File: src/bridge_pkg.sv
// AHB to APB bridge package
// Bus widths, AHB transfer codes, slave count, the fixed APB address map
// and the APB sequencer state encoding

package bridge_pkg;

  // ------------------------------
  // Bus words and slave vectors
  // ------------------------------
  localparam int BUS_WIDTH  = 32;
  localparam int NUM_SLAVES = 4;

  typedef logic [BUS_WIDTH-1:0] bus_word_t;

  // One bit per slave, used for psel and pready
  typedef logic [NUM_SLAVES-1:0] slave_vec_t;

  // Read data of every slave side by side, slave 0 in the low word
  typedef logic [NUM_SLAVES-1:0][BUS_WIDTH-1:0] slave_data_t;

  // ------------------------------
  // AHB transfer codes
  // ------------------------------
  localparam logic [1:0] HTRANS_NONSEQ = 2'b10;
  localparam logic [1:0] HTRANS_SEQ    = 2'b11;

  // ------------------------------
  // Address map, inclusive ranges
  // ------------------------------
  localparam bus_word_t SLAVE_BASE [NUM_SLAVES] = '{
    32'h0000_0000,
    32'h0000_1000,
    32'h0001_0000,
    32'h0002_0000
  };

  localparam bus_word_t SLAVE_LAST [NUM_SLAVES] = '{
    32'h0000_0FFF,
    32'h0000_1FFF,
    32'h0001_00FF,
    32'h0002_FFFF
  };

  // APB sequencer state, one-hot
  typedef enum logic [2:0] {
    APB_IDLE   = 3'b001,
    APB_SETUP  = 3'b010,
    APB_ACCESS = 3'b100
  } apb_state_t;

endpackage

File: src/xfer_if.sv
// Transfer handoff between the AHB port and the APB sequencer
// Carries one captured AHB transfer forward and its completion back

`timescale 1ns/1ps

interface xfer_if
  import bridge_pkg::*;
();

  // Request side, held stable while req is high
  logic       req;
  bus_word_t  addr;
  logic       write;
  slave_vec_t sel;

  // Completion, single cycle pulse with read data alongside
  logic       done;
  bus_word_t  rdata;

  modport port_side (
    output req, addr, write, sel,
    input  done, rdata
  );

  modport fsm_side (
    input  req, addr, write, sel,
    output done, rdata
  );

endinterface

File: src/ahb_slave_port.sv
// AHB slave port of the AHB to APB bridge
// Tracks address and data phase, decodes haddr against the slave map,
// captures the accepted transfer and hands it to the APB sequencer.
// Drives hready low for the data phase and returns read data on hrdata

`timescale 1ns/1ps

module ahb_slave_port
  import bridge_pkg::*;
(
  input  logic       hclk24,
  input  logic       hreset_n24,

  input  logic       hsel,
  input  bus_word_t  haddr,
  input  logic [1:0] htrans,
  input  logic       hwrite,
  output logic       hready,
  output bus_word_t  hrdata,

  xfer_if.port_side  xfer
);

  slave_vec_t sel_dec;
  logic       addr_hit;
  logic       trans_valid;
  logic       accept;

  // Data phase flag doubles as the request level
  logic       data_phase;
  bus_word_t  addr_q;
  logic       write_q;
  slave_vec_t sel_q;

  // ------------------------------
  // Address decode
  // ------------------------------

  // Offset from base compared against range size, one unsigned compare
  // per slave covers both ends of the inclusive range
  always_comb begin
    for (int i = 0; i < NUM_SLAVES; i++) begin
      sel_dec[i] = (haddr - SLAVE_BASE[i]) <= (SLAVE_LAST[i] - SLAVE_BASE[i]);
    end
  end

  assign addr_hit    = |sel_dec;
  assign trans_valid = hsel && ((htrans == HTRANS_NONSEQ) || (htrans == HTRANS_SEQ));

  // Unmapped addresses are simply not taken
  assign accept = hready && trans_valid && addr_hit;

  // ------------------------------
  // Phase tracking and capture
  // ------------------------------
  always_ff @(posedge hclk24 or negedge hreset_n24) begin
    if (!hreset_n24) begin
      data_phase <= 1'b0;
      hrdata     <= '0;
    end else if (data_phase) begin
      if (xfer.done) begin
        data_phase <= 1'b0;
        // Only reads update hrdata
        if (!write_q) begin
          hrdata <= xfer.rdata;
        end
      end
    end else if (accept) begin
      data_phase <= 1'b1;
    end
  end

  // Transfer payload, held until done
  always_ff @(posedge hclk24) begin
    if (accept) begin
      addr_q  <= haddr;
      write_q <= hwrite;
      sel_q   <= sel_dec;
    end
  end

  // Address phase open whenever no transfer is in flight
  assign hready = ~data_phase;

  assign xfer.req   = data_phase;
  assign xfer.addr  = addr_q;
  assign xfer.write = write_q;
  assign xfer.sel   = sel_q;

endmodule

File: src/apb_master_fsm.sv
// APB master sequencer of the AHB to APB bridge
// Runs each captured transfer as setup then access cycles, holds
// everything while the selected slave stalls, and returns completion
// with the selected slave's read data

`timescale 1ns/1ps

module apb_master_fsm
  import bridge_pkg::*;
(
  input  logic        hclk24,
  input  logic        hreset_n24,

  xfer_if.fsm_side    xfer,

  output bus_word_t   paddr,
  output logic        pwrite,
  output logic        penable,
  output slave_vec_t  psel,
  input  slave_vec_t  pready,
  input  slave_data_t prdata
);

  apb_state_t state;
  logic       sel_ready;
  bus_word_t  rdata_sel;

  // ------------------------------
  // Slave response selection
  // ------------------------------

  // Ready of the selected slave only
  assign sel_ready = |(psel & pready);

  // AND-OR mux, psel is one-hot or zero
  always_comb begin
    rdata_sel = '0;
    for (int i = 0; i < NUM_SLAVES; i++) begin
      rdata_sel = rdata_sel | (prdata[i] & {BUS_WIDTH{psel[i]}});
    end
  end

  // Completion in the access cycle that the slave accepts
  assign xfer.done  = (state == APB_ACCESS) && sel_ready;
  assign xfer.rdata = rdata_sel;

  // ------------------------------
  // Sequencer
  // ------------------------------
  always_ff @(posedge hclk24 or negedge hreset_n24) begin
    if (!hreset_n24) begin
      state   <= APB_IDLE;
      paddr   <= '0;
      pwrite  <= 1'b0;
      penable <= 1'b0;
      psel    <= '0;
    end else begin
      unique case (state)
        APB_IDLE: begin
          // Load the captured transfer on entry to setup
          if (xfer.req) begin
            state  <= APB_SETUP;
            paddr  <= xfer.addr;
            pwrite <= xfer.write;
            psel   <= xfer.sel;
          end
        end

        APB_SETUP: begin
          state   <= APB_ACCESS;
          penable <= 1'b1;
        end

        APB_ACCESS: begin
          // Wait states hold all outputs as they are
          if (sel_ready) begin
            state   <= APB_IDLE;
            penable <= 1'b0;
            psel    <= '0;
          end
        end

        default: begin
          state   <= APB_IDLE;
          penable <= 1'b0;
          psel    <= '0;
        end
      endcase
    end
  end

endmodule

File: src/ahb2apb_bridge.sv
// AHB to APB bridge, top level
// Single AHB transfers are run one at a time as APB setup and access
// cycles on one of four slaves. AHB and APB share hclk24

`timescale 1ns/1ps

module ahb2apb_bridge
  import bridge_pkg::*;
(
  input  logic        hclk24,
  input  logic        hreset_n24,

  // ------------------------------
  // AHB slave side
  // ------------------------------
  input  logic        hsel,
  input  bus_word_t   haddr,
  input  logic [1:0]  htrans,
  input  bus_word_t   hwdata,
  input  logic        hwrite,
  output bus_word_t   hrdata,
  output logic        hready,

  // ------------------------------
  // APB master side
  // ------------------------------
  output bus_word_t   paddr,
  output logic        penable,
  output logic        pwrite,
  output bus_word_t   pwdata,
  output slave_vec_t  psel,
  input  slave_vec_t  pready,
  input  slave_data_t prdata
);

  xfer_if xfer ();

  ahb_slave_port u_ahb_slave_port (
    .hclk24     (hclk24),
    .hreset_n24 (hreset_n24),
    .hsel       (hsel),
    .haddr      (haddr),
    .htrans     (htrans),
    .hwrite     (hwrite),
    .hready     (hready),
    .hrdata     (hrdata),
    .xfer       (xfer.port_side)
  );

  apb_master_fsm u_apb_master_fsm (
    .hclk24     (hclk24),
    .hreset_n24 (hreset_n24),
    .xfer       (xfer.fsm_side),
    .paddr      (paddr),
    .pwrite     (pwrite),
    .penable    (penable),
    .psel       (psel),
    .pready     (pready),
    .prdata     (prdata)
  );

  // Master keeps hwdata stable through the stalled data phase
  assign pwdata = hwdata;

endmodule

File: config.mk
export PLATFORM = sky130hd
export DESIGN_NAME = ahb2apb_bridge
export DESIGN_NICKNAME = d
export VERILOG_FILES = /design/src/bridge_pkg.sv /design/src/xfer_if.sv /design/src/ahb_slave_port.sv /design/src/apb_master_fsm.sv /design/src/ahb2apb_bridge.sv
export SDC_FILE = /design/constraint.sdc
export NUM_CORES = 1
export LEC_CHECK = 0
export ABC_AREA = 1
export BUFFER_PORTS_ARGS = -buffer_cell sky130_fd_sc_hd__buf_4
export CAP_MARGIN = 10
export CORE_ASPECT_RATIO = 1.1
export CORE_MARGIN = 8
export CORE_UTILIZATION = 47
export DETAILED_ROUTE_END_ITERATION = 10
export PLACE_DENSITY_LB_ADDON = 0.25
export REMOVE_ABC_BUFFERS = 1
export SYNTH_ARGS = -nofsm -noshare
export SYNTH_HDL_FRONTEND = slang
export SYNTH_SLANG_ARGS = --single-unit
File: constraint.sdc
create_clock -name hclk24 -period 1.89 [get_ports hclk24]
set_input_delay 0.189 -clock hclk24 [delete_from_list [all_inputs] [get_ports hclk24]]
set_output_delay 0.189 -clock hclk24 [all_outputs]
set_load 0.05 [all_outputs]
==> results.txt, run 1 <==
The mean post-synth cell area came out at 7.403 um^2. The overall via count from detail_route is 6662. The mean number of vias per cell is 5.152. The share of the clock period used by the worst path came out at 96.27%. The top-area cell type share of the netlist area is 28.96%. The max-cap check violation count came out at 0.

The total area of multi-input combinational cells is 2934 um^2. In this run the top signal layer used is met5. The routed wire length on met2 came out at 11640 um. The routed wire length per instance is 18.09 um. The die span in x came out at 126.5 um.

The count of endpoints failing hold in the final timing report came out at 0. The headroom to the max-slew limit came out at 68.38%. By area the synthesized netlist is led by sky130_fd_sc_hd__dfrtp_1, sky130_fd_sc_hd__nand2_1, sky130_fd_sc_hd__edfxtp_1. At the pin with the least slew margin, the transition time is 0.4742 ns. The area of all placed cells without fillers is 9228 um^2. In the final layout, the share of cells above drive strength 1 is 36.07%. Setup violations remaining at the end of the flow were counted as 0. Of all cell types, the one taking the most synthesized area is sky130_fd_sc_hd__dfrtp_1. The combined area of all synthesized cells came out at 6307 um^2. By count the netlist is led by sky130_fd_sc_hd__nand2_1, sky130_fd_sc_hd__dfrtp_1, sky130_fd_sc_hd__nor2_1, sky130_fd_sc_hd__o21ai_0, sky130_fd_sc_hd__nand4_1. For this run, asynchronously set or reset flops after synthesis account for 66.67%.

The final HPWL from detailed placement is 18480 um. The area taken by flip-flops and latches is 2964 um^2. Setup repair after global routing could not meet its margin everywhere. Entering global routing, the biggest net connects 41 pins. The insertion delay of the later-clocked pin in the worst-skew pair came out at 0.35 ns. The leading register cell type out of synthesis is sky130_fd_sc_hd__dfrtp_1.

The flow ran to the end, and the final reports show no timing, DRC or antenna violations. The worst-case vdd ir drop is 0.5380 mV. In this run, synthesis inferred 37 flip-flops with an integrated enable. Sequential elements use 46.99% of the synthesized area. The number of synthesized register bits is 111. The CTS sink count came out at 111. In this run the number of H-tree levels came out at 3.

The netlist uses 32 different library cells. Yosys instantiated no cell more often than sky130_fd_sc_hd__nand2_1. The routed design could run at a clock period as short as 1.819 ns. The worst-path maximum fanout is 8. The tightest min-delay check is of the input pin to flop type. The clock edge transition at the registers on the reported setup and hold paths came out at 0.08 ns. The count of antenna-violating nets left after detailed routing came out at 0.

The routed metal-1 wire length is 9091 um. The buffer depth of the longest clock path came out at 2. The DRC violation count after routing is 0. After the last flow step, the layout net total stands at 1330. For this configuration, the core starts out at a cell density of 47.94%. The number of fillers in the final layout came out at 1073. The data arrival at the endpoint of the critical path came out at 1.88 ns. The global-route wire length before repair is 34550 um. The total met3 wirelength after detailed routing came out at 1992 um. The overflow left after global routing is 0. The critical path is of the input pin to flop type. The static leakage is 0.004567 uW. Compared with the post-synthesis result, the final layout area differs by 46.30%. The register-to-register setup slack came out at 0.36 ns.

On the final layout, the worst clock skew is 0.009380 ns. The worst-case setup margin in the final layout came out at 0.07056 ns. The global-route total usage across every layer came out at 25.54%. The highest achievable clock rate is 549.6 MHz.

The total area inside the core boundary comes to 13160 um^2. The kind of end point of the critical path is a flop. The initial antenna violation count is 1. The number of warning messages in the yosys log came out at 0.

The routed design has 23380 um of wire. The worst setup path is launched from an input pin. The total power density per cell area came out at 834.8 nW/um^2.

The area of the die is 17390 um^2. Hold timing on the final database bottoms out at a slack of 0.01253 ns. The instance count of the mapped netlist is 852. The number of input and output port buffers inserted came out at 239. The placement-stage cell area came out at 8512 um^2. The first detailed-routing pass took 5 iterations.

The required time at the endpoint of the critical path came out at 1.95 ns. The number of standard-cell rows in the floorplan came out at 44. The height of the die is 137.5 um. The number of placed I/O pins is 305. The detailed router finished its first iteration with 382 violations. The clock root buffer is sky130_fd_sc_hd__clkbuf_16. The global placement routability congestion is 0.9697.

The via count of the first global-routing pass is 6293. TritonCTS built the clock tree. The clock buffer count from CTS came out at 9.

The worst slack at placement is -0.4288 ns. The max-slew violation total from the final report is 0.
## flip-flops by register name, indices dropped and copies added, names as in the netlist
| signal | flops |
|---|---|
| u_ahb_slave_port.hrdata | 32 |
| u_ahb_slave_port.xfer.addr | 32 |
| u_apb_master_fsm.paddr | 32 |
| u_ahb_slave_port.xfer.sel | 4 |
| u_apb_master_fsm.psel | 4 |
| u_apb_master_fsm.state | 3 |
| u_ahb_slave_port.xfer.req | 1 |
| u_ahb_slave_port.xfer.write | 1 |
| u_apb_master_fsm.penable | 1 |
| u_apb_master_fsm.pwrite | 1 |
## critical path, cell delays in order
cell and delay (ns):
sky130_fd_sc_hd__buf_6 0.10, sky130_fd_sc_hd__buf_6 0.12, sky130_fd_sc_hd__nor2_4 0.15, sky130_fd_sc_hd__nand2_4 0.11, sky130_fd_sc_hd__inv_2 0.08, sky130_fd_sc_hd__buf_6 0.10
sky130_fd_sc_hd__nand2_2 0.06, sky130_fd_sc_hd__nand2_1 0.07, sky130_fd_sc_hd__nand2_1 0.07, sky130_fd_sc_hd__nor2_1 0.09, sky130_fd_sc_hd__nand3_1 0.08, sky130_fd_sc_hd__nor2_2 0.13
sky130_fd_sc_hd__nor2_1 0.05, sky130_fd_sc_hd__nand2_1 0.07, sky130_fd_sc_hd__nand2_2 0.08, sky130_fd_sc_hd__inv_4 0.08, sky130_fd_sc_hd__buf_12 0.11, sky130_fd_sc_hd__clkbuf_16 0.15
## cells in the final DEF, fill, tap and decap left out, types with 2 or more instances in the layout
master and n:
sky130_fd_sc_hd__nand2_1 399, sky130_fd_sc_hd__buf_4 309, sky130_fd_sc_hd__dfrtp_1 73, sky130_fd_sc_hd__o21ai_0 42, sky130_fd_sc_hd__nand4_1 40, sky130_fd_sc_hd__edfxtp_1 37, sky130_fd_sc_hd__inv_1 35, sky130_fd_sc_hd__nor2_1 34
sky130_fd_sc_hd__nand3_1 34, sky130_fd_sc_hd__nand2_2 16, sky130_fd_sc_hd__nor2_4 15, sky130_fd_sc_hd__nor2_2 14, sky130_fd_sc_hd__clkbuf_16 11, sky130_fd_sc_hd__inv_2 8, sky130_fd_sc_hd__dlygate4sd3_1 7, sky130_fd_sc_hd__buf_12 6
sky130_fd_sc_hd__nand2_4 5, sky130_fd_sc_hd__xor2_1 4, sky130_fd_sc_hd__buf_6 4, sky130_fd_sc_hd__inv_4 3, sky130_fd_sc_hd__nor3_1 3, sky130_fd_sc_hd__nand3_2 3, sky130_fd_sc_hd__o21ai_1 3, sky130_fd_sc_hd__clkinv_8 3
sky130_fd_sc_hd__a21oi_1 2, sky130_fd_sc_hd__nand3b_1 2, sky130_fd_sc_hd__a22o_1 2, sky130_fd_sc_hd__ha_4 2
## report_power, final
group | internal [uW] | switching [uW]
clock network | 1020 | 934
logic | 917 | 1830
registers | 2810 | 195
total | 4740 | 2960
## cell families (layout without fill, tap and decap cells)
kind of cell    after synthesis  count (layout)  share of synthesized area (%)
xor+xnor                      5               5                         0.6943
other cells                   0               1                              0
fa+ha+maj                     2               2                         0.3967
simple gates                571             571                          38.62
flops                       111             111                          46.99
compound gates               51              51                          4.265
buf+inv                     112             391                          9.026
## what timing repair did
item,CTS,global route
gates cloned,1,1
endpoints found under the hold margin,34,6
setup endpoints to repair,33,37
pin swaps,0,26
hold buffers,1,6
buffers inserted,1,6
gates resized for setup,12,45
## area by class of cell
| class | count | share of cell area (%) |
|---|---|---|
| timing repair buffer | 329 | 28.42 |
| antenna | 1 | 0.02712 |
| clock inverter | 6 | 0.7864 |
| multi-input combinational | 629 | 31.80 |
| sequential | 111 | 32.12 |
| inverter | 46 | 1.953 |
| tap | 161 | 2.183 |
| clock buffer | 10 | 2.712 |
## routing by layer
layer	global-route usage, %	vias to the layer above
met5	3.812	-
met4	8.763	2
met3	8.053	41
met2	44.01	297
met1	29.26	3083
li1	-	3239
## path summary, 6_finish.rpt
kind / startpoint / end / cells after the start
setup / recovery: haddr[18] / u_ahb_slave_port.xfer.sel[0] / 18
hold / removal: haddr[2] / u_ahb_slave_port.xfer.addr[2] / 1
setup reg to reg: u_apb_master_fsm.psel[3] / u_ahb_slave_port.hrdata[9] / 7
hold reg to reg: u_ahb_slave_port.xfer.addr[12] / u_apb_master_fsm.paddr[12] / 2
max in group asynchronous: hreset_n24 / u_apb_master_fsm.state[0] / 3
min in group asynchronous: hreset_n24 / u_apb_master_fsm.paddr[4] / 2
## stage by stage
step / power [uW] / TNS, ns / util (%) / cells
final: 7703 / 0 / 70.13 / 1293
after global routing: 8001 / -1.181 / 70.13 / 1293
after CTS: 7687 / -0.2159 / 67.87 / 1279
after detailed placement: 5739 / -15.68 / 64.69 / 1260
after global placement: 5700 / -15.03 / 64.69 / 1260
after floorplan: 4544 / -59.82 / - / 786
Power figures use the tool's default switching activity.
==> run 2: changes to the inputs <==
--- a/config.mk
+++ b/config.mk
@@ -10,10 +10,11 @@
 export CAP_MARGIN = 10
 export CORE_ASPECT_RATIO = 1.1
 export CORE_MARGIN = 8
-export CORE_UTILIZATION = 47
+export CORE_UTILIZATION = 46
 export DETAILED_ROUTE_END_ITERATION = 10
-export PLACE_DENSITY_LB_ADDON = 0.25
+export PLACE_DENSITY = 0.79
 export REMOVE_ABC_BUFFERS = 1
 export SYNTH_ARGS = -nofsm -noshare
 export SYNTH_HDL_FRONTEND = slang
+export SYNTH_HIERARCHICAL = 1
 export SYNTH_SLANG_ARGS = --single-unit
==> results.txt, run 2 <==
Result of the run: finished clean (unchanged). The share of layout cells above drive strength 1 came out at 39.15% (was 36.07%). The insertion delay of the later-clocked pin in the worst-skew pair is 0.35 ns (about the same). The total power density per cell area is 876.3 nW/um^2 (was 834.8 nW/um^2).

The top-area cell type share of the netlist area came out at 30.12% (was 28.96%). The portion of netlist area occupied by mux cells is 5.942% (was 0%). The number of synthesized register bits came to 111 (unchanged). The height of the die came out at 136.4 um (was 137.5 um). The number of setup buffers added after CTS is 0 (was 1). The number of fillers in the final layout came out at 1098 (was 1073). The headroom to the max-slew limit came to 61.84% (was 68.38%). The number of distinct library cells after synthesis was 31 (was 32). The number of placed I/O pins came out at 305 (unchanged). The count of H-tree levels built during CTS came out at 3 (unchanged). The most common cell in the netlist is sky130_fd_sc_hd__nand2_1 (unchanged). The max-slew violation total from the final report came out at 0 (unchanged). Top cells by count, synth: sky130_fd_sc_hd__nand2_1, sky130_fd_sc_hd__dfrtp_1, sky130_fd_sc_hd__nor2_1 (was sky130_fd_sc_hd__nand2_1, sky130_fd_sc_hd__dfrtp_1, sky130_fd_sc_hd__nor2_1, sky130_fd_sc_hd__o21ai_0, sky130_fd_sc_hd__nand4_1). The share of flip-flops with an asynchronous set or reset came out at 66.67% (unchanged). The area of the die came out at 17120 um^2 (was 17390 um^2). The highest achievable clock rate came to 539.4 MHz (was 549.6 MHz). The final core utilization came to 66.51% (was 70.13%). The final net count came out at 1190 (was 1330).

The worst-path maximum fanout is 7 (was 8). The clock root buffer is sky130_fd_sc_hd__clkbuf_16 (unchanged). The initial antenna violation count is 4 (was 1). The combinational family with the most area after synthesis is simple AND/OR/NAND/NOR gates (unchanged). The area taken by flip-flops and latches came out at 2964 um^2 (unchanged). Dominant cells by area after synthesis: sky130_fd_sc_hd__dfrtp_1, sky130_fd_sc_hd__nand2_1, sky130_fd_sc_hd__edfxtp_1 (unchanged). The final HPWL from detailed placement is 16860 um (was 18480 um). The overflow left after global routing came out at 0 (unchanged).

The simple-gate share of the synthesized area came out at 35.24% (was 38.62%). The starting density of the core came out at 46.48% (was 47.94%). The library cell occupying the most area in the post-synthesis netlist was sky130_fd_sc_hd__dfrtp_1 (unchanged). The worst-case clock skew came out at 0.01132 ns (was 0.009380 ns). The first-iteration detailed-routing DRC count is 403 (was 382). The TritonCTS clock tree is yes (unchanged). The global-route total usage across every layer came out at 25.02% (was 25.54%). Commonest non-fill, non-tap cells in the layout: sky130_fd_sc_hd__nand2_1, sky130_fd_sc_hd__buf_4, sky130_fd_sc_hd__dfrtp_1 (unchanged). The number of standard-cell rows in the floorplan is 44 (unchanged). The startpoint-to-endpoint class of the critical path is input pin to flop (unchanged). The number of enable flip-flop cells after synthesis came out at 37 (unchanged). The area growth from synthesis to layout came out at 43.10% (was 46.30%).

The overall via count from detail_route was 5925 (was 6662). The share of the clock period used by the worst path came to 98.10% (was 96.27%). The most common cell after layout, fill and taps aside is sky130_fd_sc_hd__nand2_1 (unchanged). The die span in x came out at 125.5 um (was 126.5 um). The final-report setup violation count is 0 (unchanged).

The slew at the pin with the worst max-slew slack is 0.5724 ns (was 0.4742 ns). The via count of the first global-routing pass came to 5942 (was 6293). The static leakage is 0.004281 uW (was 0.004567 uW). The number of optimization iterations in the first detailed-route pass is 5 (unchanged).

The required time at the endpoint of the critical path was 1.97 ns (was 1.95 ns). The routed wire length per instance is 18.71 um (was 18.09 um). The CTS sink count came out at 111 (unchanged). The total area of multi-input combinational cells was 2618 um^2 (was 2934 um^2). The clock buffer count from CTS is 9 (unchanged).

The mean post-synth cell area came to 8.296 um^2 (was 7.403 um^2). The mean number of vias per cell came to 5.134 (was 5.152). The clock edge transition at the registers on the reported setup and hold paths is 0.08 ns (about the same). Unrepaired setup endpoints after global routing: yes (unchanged). The worst-case vdd ir drop came out at 0.6465 mV (was 0.5380 mV). The type of origin of the critical path is an input pin (unchanged). The area inside the core boundary is 13050 um^2 (was 13160 um^2). The max-cap check violation count is 0 (unchanged). The number of warning messages in the yosys log is 6 (was 0).

The sequential fraction of the synthesis area is 48.88% (was 46.99%). The placement-stage cell area came out at 8095 um^2 (was 8512 um^2). The area of all placed cells without fillers is 8678 um^2 (was 9228 um^2). The xor/xnor cell area share of the yosys netlist came out at 0.5777% (was 0.6943%). The area share of fa/ha/maj cells after synthesis was 0.4126% (was 0.3967%). The kind of end point of the critical path is a flop (unchanged). The number of input and output port buffers inserted is 239 (unchanged). The leading register cell type out of synthesis is sky130_fd_sc_hd__dfrtp_1 (unchanged).

The setup TNS came out at 0 ns (unchanged). The DRC violation count after routing is 0 (unchanged). The compound-cell area share of the yosys netlist came to 0.2888% (was 4.265%). The time the final worst path needs with I/O delays and setup is 1.854 ns (was 1.819 ns). The count of endpoints failing hold in the final timing report came to 0 (unchanged). The combined area of all synthesized cells came out at 6065 um^2 (was 6307 um^2). The instance count of the mapped netlist is 731 (was 852).

The path type of the worst min-delay path was input pin to flop (unchanged). The total wire length was 21590 um (was 23380 um). The buffer depth of the longest clock path was 2 (unchanged). The global-route wire length before repair is 32600 um (was 34550 um). The maximum number of pins on one net before global-route repair was 45 (was 41). The count of antenna-violating nets left after detailed routing is 0 (unchanged). The data arrival at the endpoint of the critical path came to 1.93 ns (was 1.88 ns). The global placement routability congestion is 0.9613 (was 0.9697).
## run 2: cell types whose count changed in the layout (fill, tap and decap cells not counted), moves of 5 or more
| cell | change |
|---|---|
| sky130_fd_sc_hd__o21ai_0 | -41 |
| sky130_fd_sc_hd__buf_4 | -30 |
| sky130_fd_sc_hd__nor2_1 | +6 |
| sky130_fd_sc_hd__nand2_2 | -5 |
| sky130_fd_sc_hd__nand2_1 | -77 |
| sky130_fd_sc_hd__inv_2 | -6 |
| sky130_fd_sc_hd__nor2_4 | -7 |
| sky130_fd_sc_hd__mux2_2 | +32 |
## run 2: worst paths after layout
| check | cells past startpoint | from | to | slack (ns) |
|---|---|---|---|---|
| max | 13 | haddr[15] | u_ahb_slave_port/xfer.addr[22] | 0.04 |
| min | 1 | haddr[1] | u_ahb_slave_port/xfer.addr[1] | 0.03 |
| max reg2reg | 7 | u_apb_master_fsm/psel[2] | u_ahb_slave_port/hrdata[25] | 0.30 |
| min reg2reg | 2 | u_ahb_slave_port/xfer.addr[23] | u_apb_master_fsm/paddr[23] | 0.44 |
| max in group asynchronous | 3 | hreset_n24 | u_ahb_slave_port/hrdata[30] | 0.94 |
| min in group asynchronous | 2 | hreset_n24 | u_ahb_slave_port/hrdata[23] | 0.37 |
## run 2: cell type report
| type | instances | share of cell area [%] |
|---|---|---|
| sequential | 111 | 34.16 |
| multi-input combinational | 520 | 30.16 |
| timing repair buffer | 301 | 27.72 |
| clock buffer | 9 | 2.595 |
| tap | 161 | 2.321 |
| inverter | 43 | 2.018 |
| clock inverter | 7 | 0.9660 |
| antenna | 2 | 0.05767 |
## run 2: per-layer routing
layer / routed length, um / vias to the layer above / GRT usage, % / share of wire [%]
met5: 27 / - / 0 / 0.13
met4: 694 / 4 / 9.885 / 3.2
li1: - / 2829 / - / -
met3: 2450 / 40 / 11.53 / 11
met1: 8216 / 2777 / 28.04 / 38
met2: 10200 / 275 / 40.88 / 47
## run 2: power breakdown
group          switching, uW  internal (uW)
registers                209           2810
clock network            986            954
logic                   1760            886
## run 2: kinds of logic after synthesis
group | after synthesis
AO/OA/AOI/OAI | 3
XOR/XNOR | 4
adder cells (fa/ha/maj) | 2
buffers and inverters | 100
flip-flops | 111
multiplexers | 32
AND/OR/NAND/NOR | 479
## run 2: timing repair
action	in CTS	in global routing
gates cloned	1	2
endpoints found under the setup margin	37	37
resized for setup	9	16
hold buffers	8	3
endpoints found under the hold margin	49	3
pin swaps	4	12
## run 2: stage by stage
step / instances / power (uW) / hold WS, ns / setup WS, ns
floorplan: 674 / 4551 / -0.1066 / -0.8405
global placement: 1122 / 5636 / 0.2262 / -0.3505
detailed placement: 1122 / 5681 / 0.2323 / -0.3997
CTS: 1147 / 7634 / 0.002645 / 0.004561
global route: 1152 / 7926 / 0.002316 / -0.08916
finish: 1154 / 7605 / 0.02645 / 0.03594
## run 2: worst max-delay path: stages
cell                        delay (ns)
sky130_fd_sc_hd__buf_4            0.12
sky130_fd_sc_hd__nor2_1           0.26
sky130_fd_sc_hd__nand3_1          0.19
sky130_fd_sc_hd__nand2_1          0.11
sky130_fd_sc_hd__nand3_1          0.11
sky130_fd_sc_hd__nor2_1           0.19
sky130_fd_sc_hd__nand2_1          0.08
sky130_fd_sc_hd__nor2_1           0.10
sky130_fd_sc_hd__nand3_1          0.12
sky130_fd_sc_hd__nand3_2          0.10
sky130_fd_sc_hd__nand2_2          0.08
sky130_fd_sc_hd__clkinv_4         0.12
sky130_fd_sc_hd__clkbuf_16        0.17
==> run 3: changes to the inputs <==
--- a/config.mk
+++ b/config.mk
@@ -10,11 +10,11 @@
 export CAP_MARGIN = 10
 export CORE_ASPECT_RATIO = 1.1
 export CORE_MARGIN = 8
-export CORE_UTILIZATION = 46
+export CORE_UTILIZATION = 47
 export DETAILED_ROUTE_END_ITERATION = 10
 export PLACE_DENSITY = 0.79
 export REMOVE_ABC_BUFFERS = 1
+export SKIP_CTS_REPAIR_TIMING = 1
 export SYNTH_ARGS = -nofsm -noshare
 export SYNTH_HDL_FRONTEND = slang
-export SYNTH_HIERARCHICAL = 1
 export SYNTH_SLANG_ARGS = --single-unit
==> results.txt, run 3 (synthesis gave the netlist of run 1 again) <==
Result of the run: finished, violations left (was finished clean). The final reports fail on negative hold slack. The area growth from synthesis to layout is 46.52% (was 43.10%). The total wire length is 25080 um (was 21590 um).

The headroom to the max-slew limit came out at 57.43% (was 61.84%). The gate family responsible for the most delay along the worst path is simple AND/OR/NAND/NOR gates (unchanged). The worst hold slack across all endpoints is -0.001258 ns (was 0.02645 ns). The startpoint-to-endpoint class of the critical path is input pin to flop (unchanged). The height of the die came out at 137.5 um (was 136.4 um). The final core utilization came out at 70.24% (was 66.51%). The buffer depth of the longest clock path came out at 2 (unchanged). The hold path startpoint is haddr[4] (was haddr[1]). The design internal power is 4687 uW (was 4646 uW). The count of antenna-violating nets left after detailed routing is 0 (unchanged).

The starting density of the core was 47.94% (was 46.48%). The final-report setup violation count came out at 0 (unchanged). The required time at the endpoint of the critical path was 1.97 ns (about the same). The global-route wire length before repair came out at 35780 um (was 32600 um).

The global placement routability congestion came out at 1.058 (was 0.9613). The count of endpoints failing hold in the final timing report came out at 1 (was 0). The total power density per cell area is 836.9 nW/um^2 (was 876.3 nW/um^2). The hold path endpoint is u_ahb_slave_port.xfer.addr[4] (was u_ahb_slave_port/xfer.addr[1]).

The number of cell instances on the worst register-to-register path was 7 (unchanged). The capture instance of the worst register-to-register path is u_ahb_slave_port.hrdata[1] (was u_ahb_slave_port/hrdata[25]). The slew at the pin with the worst max-slew slack is 0.6337 ns (was 0.5724 ns). Commonest non-fill, non-tap cells in the layout: sky130_fd_sc_hd__nand2_1, sky130_fd_sc_hd__buf_4, sky130_fd_sc_hd__dfrtp_1 (unchanged). The first-iteration detailed-routing DRC count is 442 (was 403). The most numerous cell type found on the critical path is sky130_fd_sc_hd__nor2_4. The worst-case vdd ir drop came out at 0.6247 mV (was 0.6465 mV). The cell with the biggest individual delay on the critical path is sky130_fd_sc_hd__nor2_4 (was sky130_fd_sc_hd__nor2_1). The number of input and output port buffers inserted came out at 239 (unchanged). Ordered list of cells on the worst path: buf_6, buf_6, nor2_4, nand2_4, nor2_4, nand2_1, nand2_2, nand2_2, nor2_4, nand3_2, nor2_4, nor2_1, nand2_1, nand2_2, clkinv_4, clkbuf_16 (was buf_4, nor2_1, nand3_1, nand2_1, nand3_1, nor2_1, nand2_1, nor2_1, nand3_1, nand3_2, nand2_2, clkinv_4, clkbuf_16). The critical path's largest stage delay is 0.20 ns (was 0.26 ns). The overflow left after global routing was 0 (unchanged). The register-to-register setup slack is 0.23 ns (was 0.30 ns).

The switching portion of total power came out at 39.40% (was 38.91%). The DRC violation count after routing came out at 0 (unchanged). The part of the power in registers is 38.8% (was 39.6%). The max-cap check violation count came out at 0 (unchanged). The most common cell after layout, fill and taps aside is sky130_fd_sc_hd__nand2_1 (unchanged).

The total net switching power came out at 3047 uW (was 2959 uW). The number of fillers in the final layout came out at 1086 (was 1098). The mean number of vias per cell came to 5.224 (was 5.134). The kind of end point of the critical path is a flop (unchanged). The time the final worst path needs with I/O delays and setup came to 1.830 ns (was 1.854 ns). The worst-case clock skew was 0.01422 ns (was 0.01132 ns).

The start point of the critical path is haddr[18] (was haddr[15]). The number of buffers and inverters on the critical path was 4 (was 3). The overall via count from detail_route came to 6781 (was 5925). The beginning of the worst register-to-register path is u_apb_master_fsm.state[1] (was u_apb_master_fsm/psel[2]). The data arrival at the endpoint of the critical path is 1.91 ns (was 1.93 ns).

The worst-path maximum fanout is 8 (was 7). The final HPWL from detailed placement is 19310 um (was 16860 um). The die span in x came out at 126.5 um (was 125.5 um).

The global-route total usage across every layer came out at 27.03% (was 25.02%). The combinational power share is 35.8% (was 34.8%). The CTS sink count came to 111 (unchanged). The initial antenna violation count is 5 (was 4). The clock buffer count from CTS was 9 (unchanged). The final net count was 1333 (was 1190). The share of the clock period used by the worst path came out at 96.85% (was 98.10%). The clock root buffer is sky130_fd_sc_hd__clkbuf_16 (unchanged). The static leakage was 0.004583 uW (was 0.004281 uW).

The clock share of power is 25.4% (was 25.5%). The type of origin of the critical path is an input pin (unchanged). The clock edge transition at the registers on the reported setup and hold paths is 0.09 ns (was 0.08 ns). The path type of the worst min-delay path is input pin to flop (unchanged). The number of instances on the worst hold path is 1 (unchanged). The share of layout cells above drive strength 1 came to 36.95% (was 39.15%). The TritonCTS clock tree was yes (unchanged).

The routed wire length per instance came out at 19.32 um (was 18.71 um). The count of H-tree levels built during CTS was 3 (unchanged). The insertion delay of the later-clocked pin in the worst-skew pair was 0.37 ns (was 0.35 ns). The max-slew violation total from the final report came to 0 (unchanged). The number of standard-cell rows in the floorplan is 44 (unchanged).

The cell count along the critical path came to 16 (was 13). The area of the die came out at 17390 um^2 (was 17120 um^2). The highest achievable clock rate is 546.3 MHz (was 539.4 MHz). The maximum number of pins on one net before global-route repair was 35 (was 45). The via count of the first global-routing pass was 6457 (was 5942).

The number of placed I/O pins came to 305 (unchanged). The number of optimization iterations in the first detailed-route pass came out at 7 (was 5). The area inside the core boundary came out at 13160 um^2 (was 13050 um^2).
run 3: cell count changes in the layout (fill, tap and decap cells not counted), sizes merged, moves of 3 or more:
cell / before / now
inv: 45 / 50
dlygate4sd3: 11 / 8
mux2: 32 / 0
o21ai: 2 / 45
nand2: 335 / 420
buf: 288 / 322
run 3: worst max path at each step:
stage	endpoint	slack, ns
after floorplan	u_ahb_slave_port.hrdata[0]	-1.0
after global placement	u_ahb_slave_port.xfer.addr[8]	-0.39
after detailed placement	u_ahb_slave_port.xfer.addr[9]	-0.46
after CTS	u_ahb_slave_port.xfer.addr[20]	-0.08
after global routing	u_ahb_slave_port.xfer.sel[2]	-0.06
final	u_ahb_slave_port.xfer.addr[25]	0.06
run 3: metrics by stage:
stage / std cells / TNS (ns) / setup WS, ns / total power [uW] / instance area (um^2)
floorplan: 786 / -59.82 / -0.9989 / 4544 / 5911
global placement: 1263 / -13.90 / -0.3867 / 5689 / 8522
detailed placement: 1263 / -16.46 / -0.4557 / 5738 / 8522
CTS: 1279 / -2.283 / -0.07761 / 7692 / 8830
global route: 1295 / -1.437 / -0.05799 / 8008 / 9234
finish: 1298 / 0 / 0.05962 / 7734 / 9241
run 3: power groups by stage:
stage | clock, uW | combinational, uW | sequential, uW
after CTS | 1990 | 2710 | 2990
after detailed placement | 0 | 2700 | 3040
final | 1970 | 2770 | 3000
after global placement | 0 | 2660 | 3030
after global routing | 2080 | 2890 | 3030
after floorplan | 0 | 434 | 4110
run 3: area by class of cell:
type,instances,area (um^2),share of cell area (%)
Clock inverter,7,82.58,0.8936
Clock buffer,9,225.2,2.437
Inverter,46,187.7,2.031
Sequential cell,111,2964,32.07
Multi-Input combinational cell,629,2973,32.17
Antenna cell,3,7.507,0.08123
Tap cell,161,201.4,2.180
Timing Repair Buffer,332,2600,28.13
run 3: worst register-to-register path, stage by stage (launching register included):
cell	delay, ns
sky130_fd_sc_hd__dfrtp_1	0.39
sky130_fd_sc_hd__inv_1	0.09
sky130_fd_sc_hd__nand2_1	0.05
sky130_fd_sc_hd__nor3_1	0.30
sky130_fd_sc_hd__nand2_1	0.19
sky130_fd_sc_hd__buf_4	0.22
sky130_fd_sc_hd__o21ai_0	0.19
sky130_fd_sc_hd__nand2_1	0.10
run 3: layer usage:
metal | routed length [um] | up-vias | track usage (%)
met5 | 69 | - | 3.812
met4 | 702 | 4 | 8.227
met3 | 2796 | 43 | 11.69
met2 | 11940 | 328 | 44.25
met1 | 9577 | 3151 | 31.31
li1 | - | 3255 | -
